**config.mk**
```make
export PLATFORM = sky130hd
export DESIGN_NAME = int_pipeline_top
export DESIGN_NICKNAME = d
export VERILOG_FILES = /design/src/common/core_pkg.sv /design/src/common/decode_if.sv /design/src/pipeline/register_file.sv /design/src/pipeline/decode_stage.sv /design/src/pipeline/execute_stage.sv /design/src/source/int_pipeline_top.sv
export VERILOG_INCLUDE_DIRS = /design/src /design/src/common
export SDC_FILE = /design/constraint.sdc
export NUM_CORES = 2
export LEC_CHECK = 0
export BUFFER_PORTS_ARGS = -buffer_cell sky130_fd_sc_hd__buf_2
export CAP_MARGIN = 20
export CORE_MARGIN = 10
export CORE_UTILIZATION = 55
export CTS_CLUSTER_DIAMETER = 120
export DETAILED_ROUTE_END_ITERATION = 12
export GPL_ROUTABILITY_DRIVEN = 0
export MAX_ROUTING_LAYER = met4
export PLACE_DENSITY_LB_ADDON = 0.12
export RECOVER_POWER = 25
export SLEW_MARGIN = 0
export SYNTH_ARGS = -nofsm -noshare
export SYNTH_HDL_FRONTEND = slang
export SYNTH_SLANG_ARGS = --single-unit
```
**constraint.sdc**
```tcl
create_clock -name clk -period 4.1 [get_ports clk]
set_clock_uncertainty 0.1 [all_clocks]
set_input_delay 0.41 -clock clk [delete_from_list [all_inputs] [get_ports clk]]
set_output_delay 0.41 -clock clk [all_outputs]
set_load 0.01 [all_outputs]
```
**src/common/core_consts.svh**
```systemverilog
/* Width, register count, opcode and funct code macros for the integer pipeline */

`ifndef CORE_CONSTS_SVH
`define CORE_CONSTS_SVH

// Data path word width
`define CORE_XLEN 32

// Architectural register file size and the index width that addresses it
`define CORE_NUM_REGS 32
`define CORE_REG_IDX_W 5

// Major opcodes accepted by decode, register-register and register-immediate
`define OPC_OP 7'b0110011
`define OPC_OP_IMM 7'b0010011

// The funct3 codes of the supported subset
// ADD also covers SUB and ADDI, and SLT also covers SLTI
`define F3_ADD 3'b000
`define F3_SLT 3'b010
`define F3_XOR 3'b100
`define F3_OR 3'b110
`define F3_AND 3'b111

// Setting bit 30 of an OP instruction with funct3 ADD selects SUB
`define F7_SUB 7'b0100000

`endif

```
**src/common/core_pkg.sv**
```systemverilog
/* Shared vector types and ALU operation codes of the integer pipeline */

`default_nettype none

`include "core_consts.svh"

package core_pkg;

  // One data value as held in the register file and produced by the ALU
  typedef logic [`CORE_XLEN-1:0] word_t;

  // Raw instruction word, always 32 bits in this ISA
  typedef logic [31:0] instr_t;

  // Architectural register index
  typedef logic [`CORE_REG_IDX_W-1:0] reg_idx_t;

  // ALU operation selected by decode
  typedef logic [2:0] alu_op_t;

  // Encodings of alu_op_t
  // These are internal to the pipeline and unrelated to funct3
  localparam alu_op_t ALU_ADD = 3'd0;
  localparam alu_op_t ALU_SUB = 3'd1;
  localparam alu_op_t ALU_AND = 3'd2;
  localparam alu_op_t ALU_OR = 3'd3;
  localparam alu_op_t ALU_XOR = 3'd4;
  // Signed compare, result is 1 or 0
  localparam alu_op_t ALU_SLT = 3'd5;

endpackage

`default_nettype wire

```
**src/common/decode_if.sv**
```systemverilog
/* Decode-to-execute bundle that carries one cracked instruction and its operands */

`timescale 1ns/1ps
`default_nettype none

interface decode_if
  import core_pkg::*;
();

  // An instruction sits in the execute input register
  logic valid;
  // Operation for the ALU
  alu_op_t alu_op;
  // Destination index and whether it is written at all
  reg_idx_t rd;
  logic rd_write;
  // Source indices, kept so execute can match them against its own result
  reg_idx_t rs1;
  reg_idx_t rs2;
  // Operand values as read from the register file during decode
  word_t src_a;
  word_t src_b;
  // Second operand comes from the immediate instead of src_b
  logic use_imm;
  word_t imm;

  // Decode loads every field in its pipeline register
  modport producer (
    output valid, alu_op, rd, rd_write,
    output rs1, rs2, src_a, src_b,
    output use_imm, imm
  );

  // Execute only reads the bundle
  modport consumer (
    input valid, alu_op, rd, rd_write,
    input rs1, rs2, src_a, src_b,
    input use_imm, imm
  );

endinterface

`default_nettype wire

```
**src/pipeline/register_file.sv**
```systemverilog
/* 32 x 32 register file with hardwired x0, two read ports and write-through bypass */

`timescale 1ns/1ps
`default_nettype none

`include "core_consts.svh"

module register_file
  import core_pkg::*;
(
  input wire logic clk,
  input wire logic reset,
  input wire logic we,
  input wire reg_idx_t waddr,
  input wire word_t wdata,
  input wire reg_idx_t raddr_a,
  input wire reg_idx_t raddr_b,
  output word_t rdata_a,
  output word_t rdata_b
);

  word_t regs [`CORE_NUM_REGS];

  // A read of the register being written this cycle sees the new value
  // The x0 check keeps a stray write to x0 from leaking through the bypass
  logic hit_a;
  logic hit_b;

  // Reset clears every entry, entry 0 is never stored to afterwards
  always_ff @(posedge clk)
  begin
    if (reset)
    begin
      for (int i = 0; i < `CORE_NUM_REGS; i++)
        regs[i] <= '0;
    end
    else if (we && (waddr != '0))
    begin
      regs[waddr] <= wdata;
    end
  end

  assign hit_a = we && (waddr == raddr_a) && (raddr_a != '0);
  assign hit_b = we && (waddr == raddr_b) && (raddr_b != '0);

  // Both read ports are combinational
  assign rdata_a = hit_a ? wdata : regs[raddr_a];
  assign rdata_b = hit_b ? wdata : regs[raddr_b];

endmodule

`default_nettype wire

```
**src/pipeline/decode_stage.sv**
```systemverilog
/* Decode stage: instruction cracking, operand read and the decode pipeline register */

`timescale 1ns/1ps
`default_nettype none

`include "core_consts.svh"

module decode_stage
  import core_pkg::*;
(
  input wire logic clk,
  input wire logic reset,
  input wire logic instr_valid,
  input wire instr_t instr,
  input wire word_t rdata_a,
  input wire word_t rdata_b,
  output reg_idx_t raddr_a,
  output reg_idx_t raddr_b,
  decode_if.producer dec
);

  // Instruction fields, standard RV32 positions
  logic [6:0] opcode;
  logic [2:0] funct3;
  logic [6:0] funct7;
  reg_idx_t rd;
  reg_idx_t rs1;
  reg_idx_t rs2;
  word_t imm_i;

  // Result of cracking
  logic legal;
  alu_op_t alu_op;
  logic use_imm;

  assign opcode = instr[6:0];
  assign rd = instr[11:7];
  assign funct3 = instr[14:12];
  assign rs1 = instr[19:15];
  assign rs2 = instr[24:20];
  assign funct7 = instr[31:25];

  // I-type immediate, sign bit is instr[31]
  assign imm_i = {{(`CORE_XLEN-12){instr[31]}}, instr[31:20]};

  // Register file is read straight from the incoming instruction
  // For immediate forms rs2 is part of the immediate and the read is just unused
  assign raddr_a = rs1;
  assign raddr_b = rs2;

  always_comb
  begin
    legal = 1'b0;
    alu_op = ALU_ADD;
    use_imm = 1'b0;
    case (opcode)
      `OPC_OP:
      begin
        // Register forms need funct7 zero, except SUB
        case (funct3)
          `F3_ADD:
          begin
            legal = (funct7 == 7'b0) || (funct7 == `F7_SUB);
            alu_op = (funct7 == `F7_SUB) ? ALU_SUB : ALU_ADD;
          end
          `F3_SLT: {legal, alu_op} = {funct7 == 7'b0, ALU_SLT};
          `F3_XOR: {legal, alu_op} = {funct7 == 7'b0, ALU_XOR};
          `F3_OR: {legal, alu_op} = {funct7 == 7'b0, ALU_OR};
          `F3_AND: {legal, alu_op} = {funct7 == 7'b0, ALU_AND};
          default: legal = 1'b0;
        endcase
      end
      `OPC_OP_IMM:
      begin
        // Shifts and SLTIU fall through to the default and stay illegal
        use_imm = 1'b1;
        case (funct3)
          `F3_ADD: {legal, alu_op} = {1'b1, ALU_ADD};
          `F3_SLT: {legal, alu_op} = {1'b1, ALU_SLT};
          `F3_XOR: {legal, alu_op} = {1'b1, ALU_XOR};
          `F3_OR: {legal, alu_op} = {1'b1, ALU_OR};
          `F3_AND: {legal, alu_op} = {1'b1, ALU_AND};
          default: legal = 1'b0;
        endcase
      end
      default: legal = 1'b0;
    endcase
  end

  // Control half of the pipeline register
  // An illegal encoding or rd of x0 leaves a bubble that never writes
  always_ff @(posedge clk)
  begin
    if (reset)
    begin
      dec.valid <= 1'b0;
      dec.rd_write <= 1'b0;
    end
    else
    begin
      dec.valid <= instr_valid;
      dec.rd_write <= instr_valid && legal && (rd != '0);
    end
  end

  // Payload half, loaded on every edge
  always_ff @(posedge clk)
  begin
    dec.alu_op <= alu_op;
    dec.rd <= rd;
    dec.rs1 <= rs1;
    dec.rs2 <= rs2;
    dec.src_a <= rdata_a;
    dec.src_b <= rdata_b;
    dec.use_imm <= use_imm;
    dec.imm <= imm_i;
  end

endmodule

`default_nettype wire

```
**src/pipeline/execute_stage.sv**
```systemverilog
/* Execute stage: result forwarding, ALU and the writeback pipeline register */

`timescale 1ns/1ps
`default_nettype none

`include "core_consts.svh"

module execute_stage
  import core_pkg::*;
(
  input wire logic clk,
  input wire logic reset,
  decode_if.consumer dec,
  output logic wb_valid,
  output reg_idx_t wb_rd,
  output word_t wb_data
);

  // Forwarding matches, the previous instruction's result is still in wb_data
  logic fwd_a;
  logic fwd_b;

  // Operands after forwarding and the immediate select
  word_t op_a;
  word_t op_b_reg;
  word_t op_b;

  // Signed compare for SLT and SLTI
  logic less_than;

  word_t result;

  // wb_valid is never high for x0, so rs of zero cannot match here
  assign fwd_a = wb_valid && (wb_rd == dec.rs1);
  assign fwd_b = wb_valid && (wb_rd == dec.rs2);

  assign op_a = fwd_a ? wb_data : dec.src_a;
  assign op_b_reg = fwd_b ? wb_data : dec.src_b;

  // Immediate forms take the sign-extended immediate as second operand
  assign op_b = dec.use_imm ? dec.imm : op_b_reg;

  assign less_than = $signed(op_a) < $signed(op_b);

  always_comb
  begin
    case (dec.alu_op)
      ALU_ADD: result = op_a + op_b;
      ALU_SUB: result = op_a - op_b;
      ALU_AND: result = op_a & op_b;
      ALU_OR: result = op_a | op_b;
      ALU_XOR: result = op_a ^ op_b;
      ALU_SLT: result = {{(`CORE_XLEN-1){1'b0}}, less_than};
      // Decode never issues another code
      default: result = '0;
    endcase
  end

  // Only a valid instruction that writes a register makes a writeback pulse
  always_ff @(posedge clk)
  begin
    if (reset)
      wb_valid <= 1'b0;
    else
      wb_valid <= dec.valid && dec.rd_write;
  end

  // Writeback payload
  always_ff @(posedge clk)
  begin
    wb_rd <= dec.rd;
    wb_data <= result;
  end

endmodule

`default_nettype wire

```
**src/source/int_pipeline_top.sv**
```systemverilog
/* Integer pipeline top level: decode, execute and register file wired together */

`timescale 1ns/1ps
`default_nettype none

`include "core_consts.svh"

module int_pipeline_top
  import core_pkg::*;
(
  input wire logic clk,
  input wire logic reset,
  // One instruction per strobe, the pipeline never stalls
  input wire logic instr_valid,
  input wire logic [31:0] instr,
  // Writeback port, two rising edges after the instruction is sampled
  output logic wb_valid,
  output logic [`CORE_REG_IDX_W-1:0] wb_rd,
  output logic [`CORE_XLEN-1:0] wb_data
);

  // Decode side of the register file
  reg_idx_t raddr_a;
  reg_idx_t raddr_b;
  word_t rdata_a;
  word_t rdata_b;

  // Cracked instruction between decode and execute
  decode_if dec_bus ();

  // Decode reads operands in the same cycle the instruction arrives
  decode_stage u_decode (
    .clk (clk),
    .reset (reset),
    .instr_valid (instr_valid),
    .instr (instr),
    .rdata_a (rdata_a),
    .rdata_b (rdata_b),
    .raddr_a (raddr_a),
    .raddr_b (raddr_b),
    .dec (dec_bus.producer)
  );

  // Execute forwards its own last result and registers the new one
  execute_stage u_execute (
    .clk (clk),
    .reset (reset),
    .dec (dec_bus.consumer),
    .wb_valid (wb_valid),
    .wb_rd (wb_rd),
    .wb_data (wb_data)
  );

  // The writeback outputs double as the register file write port
  // Its write-through bypass covers a reader two instructions behind
  register_file u_regfile (
    .clk (clk),
    .reset (reset),
    .we (wb_valid),
    .waddr (wb_rd),
    .wdata (wb_data),
    .raddr_a (raddr_a),
    .raddr_b (raddr_b),
    .rdata_a (rdata_a),
    .rdata_b (rdata_b)
  );

endmodule

`default_nettype wire

```
# == Word-level counts from Yosys, hierarchy flattened ==
# Memories as Yosys holds them, arrays and structs flattened.
# Cells that the tools add are included.
# totals
ramBits,1024
inputBits,35
reg_bits,135
output_inout_bits,38
word_cells,79
n_memories,1
# memory_table
name,words,width,read_ports,rd_ports_with_merged_regs,wr,line,rtl
u_regfile.regs,32,32,2,0,32,register_file.sv:22,word_t regs [`CORE_NUM_REGS];
# classes
n_addsub,2
n_eq_ne,16
bitwise_logic,3
muxes,22
n_reduce_logical,21
n_lt_le_gt_ge,1
# ops
cell,count
$mux 32,6
$pmux 32 s6,1
$add 32x32->32,1
$and 32x32->32,1
$lt 32x32->1,1
$or 32x32->32,1
$reduce_or 32->1,1
$sub 32x32->32,1
$xor 32x32->32,1
$eq 5x5->1,4
$reduce_bool 5->1,4
$eq 3x3->1 const B,5
$pmux 3 s5,1
$eq 7x6->1 const B,2
$pmux 3 s4,1
$logic_and 1x1->1,10
$eq 3x2->1 const B,3
$mux 1,9
$eq 7x5->1 const B,1
$logic_not 7->1,1
$logic_not 3->1,2
$pmux 3 s2,1
$mux 5,1
$reduce_or 5->1,1
other kinds (4),5

# == Depth between registers and ports, before layout ==
# logic_depth
depth_word,7
mapped_depth,20
mapped_depth_nobuf,17

# == Hierarchy ==
# A second synthesis with hierarchy kept.
# hier_totals
hier_cells,4876
hier_area_um2,65053.6
# by_module_without_submodules
mod,cells_each,area_each_um2,seq_area_each_um2,n_inst
register_file,3714,55429.4,30749.5,1
execute_stage,1015,7387.1,760.7,1
decode_stage,147,2237.1,1841.8,1

# == Least setup slack after synthesis ==
# No wires, ideal clock.
# synth_path
path_kind,register to register
from,register u_execute.wb_rd[1]
to,register u_execute.wb_data[30]
setup_time_ps,133
slack_ps,-426
arrival_time_ps,4292
synth_period_minus_slack_ps,4526
required_time_ps,3867
n_path_buf,3
stages_incl_launch_ff,19
path_cell_list,dfxtp_1 -> clkbuf_1 -> xor2_1 -> nor4_1 -> and3_1 -> clkbuf_1 -> buf_2 -> mux2i_1 -> o21ai_0 -> ha_1 -> a21o_1 -> a221o_2 -> a2111oi_1 -> a21oi_1 -> a41oi_2 -> nand2_1 -> a211oi_1 -> o31a_1 -> o211ai_1
# synth_between
elab_chain_len,6
elab_cells_between_ends,13
cone_classes,add/sub: 2; eq/ne: 2; mux: 4; bitwise: 3; reduce/logical: 2
# synth_rtl
item,line,rtl
start: declaration,execute_stage.sv:15,"output reg_idx_t wb_rd,"
start signal: assignment,execute_stage.sv:71,wb_rd <= dec.rd;
$eq 5x5->1,execute_stage.sv:35,assign fwd_b = wb_valid && (wb_rd == dec.rs2);
$logic_and 1x1->1,execute_stage.sv:35,
$mux 32,execute_stage.sv:38,assign op_b_reg = fwd_b ? wb_data : dec.src_b;
$mux 32,execute_stage.sv:41,assign op_b = dec.use_imm ? dec.imm : op_b_reg;
"$sub 32x32->32, or another cell as far along",execute_stage.sv:49,ALU_SUB: result = op_a - op_b;
$pmux 32 s6 *,execute_stage.sv:47,case (dec.alu_op)
named net u_execute.result[30],execute_stage.sv:31,word_t result;
end signal: assignment,execute_stage.sv:72,wb_data <= result;
end: declaration,execute_stage.sv:16,output word_t wb_data
# Mark *: on every way through the listed nets, which the timed path passes. The rest lies on a longest branch.
# A chain may end at the register's enable or synchronous reset.

# == Final worst setup path ==
# layout_path
from,register u_execute.wb_rd[3]
to,register u_execute.wb_data[28]
# Same word-level chain as after synthesis.

==> results.md <==
- Outcome: complete, but fails checks
- Violated checks: max-capacitance violations, max-slew violations, negative setup slack
- Placed cell area: 67900 um^2
- Clk root buf: clkbuf_16
- Final instance area: 72900 um^2
- Setup-failing EPs final: 68
- Post-Place Cells: 5968
- Grt total ovfl: 0
- Post-DR wirelength/cell: 33.3 um
- Peak per-stage delay on the critical path: 0.41 ns
- Crit-path leading delay family: compound AO/OA/AOI/OAI gates
- Initial core utilization: 0.554
- CTS Buf Count: 121
- Clock Sinks: 1154
- Drt total wl: 208 mm
- DR iter-0 viols: 5646
- Nets: 4761
- Kind of critical path: reg2reg
- CP max FO: 6
- Buf+Inv Stages, Crit Path: 3
- Die area: 129000 um^2
- RSZ-0062 raised after global routing: true
- Worst EP arrival: 4.75 ns
- Number of routed nets with antenna violations: 0
- #FFs+latches synth: 1154
- Die span in y: 360 um
- Fin cells: 6245
- Slew at the pin closest to its max-slew limit: 2.70 ns
- Power density cells: 442 nW/um^2
- H-tree depth: 3
- Async set or reset register ratio after synthesis: 0
- Crit-path slowest cell: a221o_2
- TritonCTS clock tree: done
- GR Util All Layers: 0.327
- IO Port Bufs: 72
- EDFF count, synth: 1024
- Share of cells above drive strength 1: 0.315
- First-pass GRT wire length: 299 mm
- Max Slew Vio Count: 261
- Yosys cell types: 81
- Met3 WL: 21.6 mm
- Max Fclk: 0.236 GHz
- CP Capture Type: flop
- Met2 wire len: 97.1 mm
- Synthesized area: 63500 um^2
- Ys flop type: edfxtp_1
- CP cell instances: xor2_1 > nor4_2 > and3_4 > buf_12 > buf_8 > mux2_4 > ha_2 > a21o_1 > a221o_2 > a2111oi_4 > a21oi_4 > a41oi_4 > buf_6 > nand3_1 > and3_1 > a31oi_2 > a2bb2oi_2
- CTS clk-pin slew, worst paths: 0.06 ns
- P&R area growth vs syn: 14.8%
- Clock latency at the later pin of the worst-skew pair: 0.73 ns
- Final period util: 1.03
- Die width: 360 um
- Type of the most critical hold path: in2reg
- Max Cap Viol: 9
- DRC viols: 0
- Clk buf depth: 3
- Required @ worst endpoint: 4.62 ns
- Syn_area_per_cell: 14.4 um^2
- Core area: 115000 um^2
- Crit start category: flop
- FILL cells: 8246
- Vias in the first global route: 42000
- Worst setup margin: -0.131 ns
- Fin crit period: 4.23 ns
- Antenna violations before repair: 8
- Yosys Warn Count: 0
- Synth Instances: 4407
- Pre-Repair DR Iteration Count: 8
- Layout Utilization: 0.637
- Vias per cell: 6.69
- Hold Violations, Final: 0
- Detailed placement HPWL: 127 mm
- Max-slew headroom: -0.799
- Row Count: 124
- Io pins: 73
- Met1 WL: 78.4 mm
- Largest net degree at the start of global routing: 65
- Via count: 41800
- Static leakage: 26.9 nW
- Highest routed metal layer: met4
- Seq/Total Area, Yosys: 0.525
- Maximum VDD drop: 0.359 mV
cell usage after synthesis, types with 6 or more instances:
cell type  instances  share of area
or2_2             36         0.0035
xor2_1            19         0.0026
mux4_2           640           0.23
a21o_1             9         0.0011
nor2_1           175          0.010
a211oi_1          12         0.0014
nand3_1           19         0.0015
o31ai_1           14         0.0017
mux2i_1          103          0.016
xnor2_1           21         0.0029
mux2_2            34         0.0060
dfxtp_1          130          0.041
nor4_1             7        0.00069
o21bai_1           9         0.0011
and2_1           995          0.098
nand2b_1           6        0.00059
a311oi_1           6        0.00083
buf_2             28         0.0022
or3_1              7        0.00069
inv_1             98         0.0058
a31oi_1           10        0.00099
ha_1             103          0.020
clkbuf_1         331          0.020
o22ai_1           13         0.0013
nor2b_1           13         0.0013
buf_1             68         0.0040
nor3_1            36         0.0028
nand4_1            7        0.00069
a21oi_1          163          0.013
o211ai_1          19         0.0022
o21ai_0           67         0.0053
edfxtp_1        1024           0.48
nand2_1           87         0.0051
tightest hold or removal path, delay by kind of cell:
family / cells / cell delay (ns)
AND/OR/NAND/NOR: 2 / 0.28
buffers and inverters: 1 / 0.10
cell type report:
| class | instances | area, um^2 | area share |
|---|---|---|---|
| Multi-Input combinational cell | 2756 | 29200 | 0.400 |
| Antenna cell | 10 | 25.0 | 0.000343 |
| Clock buffer | 154 | 3270 | 0.0448 |
| Tap cell | 1512 | 1890 | 0.0259 |
| Inverter | 99 | 372 | 0.00510 |
| Timing Repair Buffer | 489 | 4180 | 0.0573 |
| Sequential cell | 1154 | 33400 | 0.458 |
| Clock inverter | 71 | 653 | 0.00896 |
cell usage in the layout, fill, tap and decap left out, drive strengths merged, types with 6 or more instances in the layout:
master and n:
mux2i 103, a21o 9, a21oi 164, nor3 36
dlygate4sd3 21, or3 7, nand4 7, ha 103
dfxtp 130, o21bai 9, nor2 175, xor2 19
and2 995, mux4 640, nand3 19, edfxtp 1024
xnor2 21, o31ai 14, nor4 8, o21ai 67
buf 445, mux2 34, bufinv 10, and3 6
nand2b 7, a311oi 6, or2 36, diode 10
nor2b 13, o211ai 19, inv 104, a211oi 14
clkinv 52, o22ai 13, conb 32, clkbuf 177
nand2 87, a31oi 10
logic make-up after synthesis:
group | synth area share
buffers and inverters | 0.0319
other | 0.0000591
muxes | 0.249
DFF | 0.525
xor gates and xnor gates | 0.00552
and+or+nand+nor | 0.129
adders and majority gates | 0.0209
AOI/OAI and AO/OA | 0.0380
per-layer routing:
metal,GRT usage,vias up
li1,-,17100
met1,0.435,21500
met2,0.499,2659
met3,0.0543,478
met4,0.144,0
met5,-,-
stage by stage:
stage | setup TNS [ns] | worst slack (ns) | total power [W] | hold slack [ns]
2_1_floorplan | -0.00697 | -0.00697 | 0.0178 | 0.210
3_3_place_gp | -3.12 | -0.335 | 0.0209 | 0.259
3_5_place_dp | -3.99 | -0.408 | 0.0209 | 0.262
4_1_cts | -0.529 | -0.101 | 0.0320 | 0.00593
5_1_grt | -5.69 | -0.279 | 0.0332 | 0.0538
6_report | -1.72 | -0.131 | 0.0322 | 0.0455
what timing repair did:
action                                 in CTS  in global routing
endpoints found under the hold margin      20                  0
hold buffers                               21                  0
resized for setup                          90                 86
setup endpoints to repair                  21                 25
pin swaps                                  35                 48
buffers inserted                            8                 13
report_power, final:
group / switching (W) / internal, W / total (W)
Sequential: 0.000392 / 0.0134 / 0.0138
Clock: 0.00478 / 0.00624 / 0.0110
Combinational: 0.00455 / 0.00286 / 0.00741
path summary, 6_finish.rpt:
| path | start | endpoint | slack, ns | cells past startpoint |
|---|---|---|---|---|
| hold / removal | instr[0] | u_decode.dec.alu_op[2] | 0.05 | 3 |
| setup reg to reg | u_execute.wb_rd[3] | u_execute.wb_data[28] | -0.13 | 17 |
| setup / recovery | u_execute.wb_rd[3] | u_execute.wb_data[28] | -0.13 | 17 |
| hold reg to reg | u_decode.dec.rd[2] | u_execute.wb_rd[2] | 0.28 | 0 |
flip-flops by register name, indices dropped and copies added, names as in the netlist, 3 cells and up:
signal,count
u_regfile.regs,1024
u_decode.dec.src_b,32
u_decode.dec.alu_op,3
u_decode.dec.imm,8
u_execute.wb_rd,5
u_decode.dec.rs2,4
u_decode.dec.rs1,5
u_decode.dec.src_a,32
u_execute.wb_data,32
u_decode.dec.rd,5
Power figures use the tool's default switching activity.
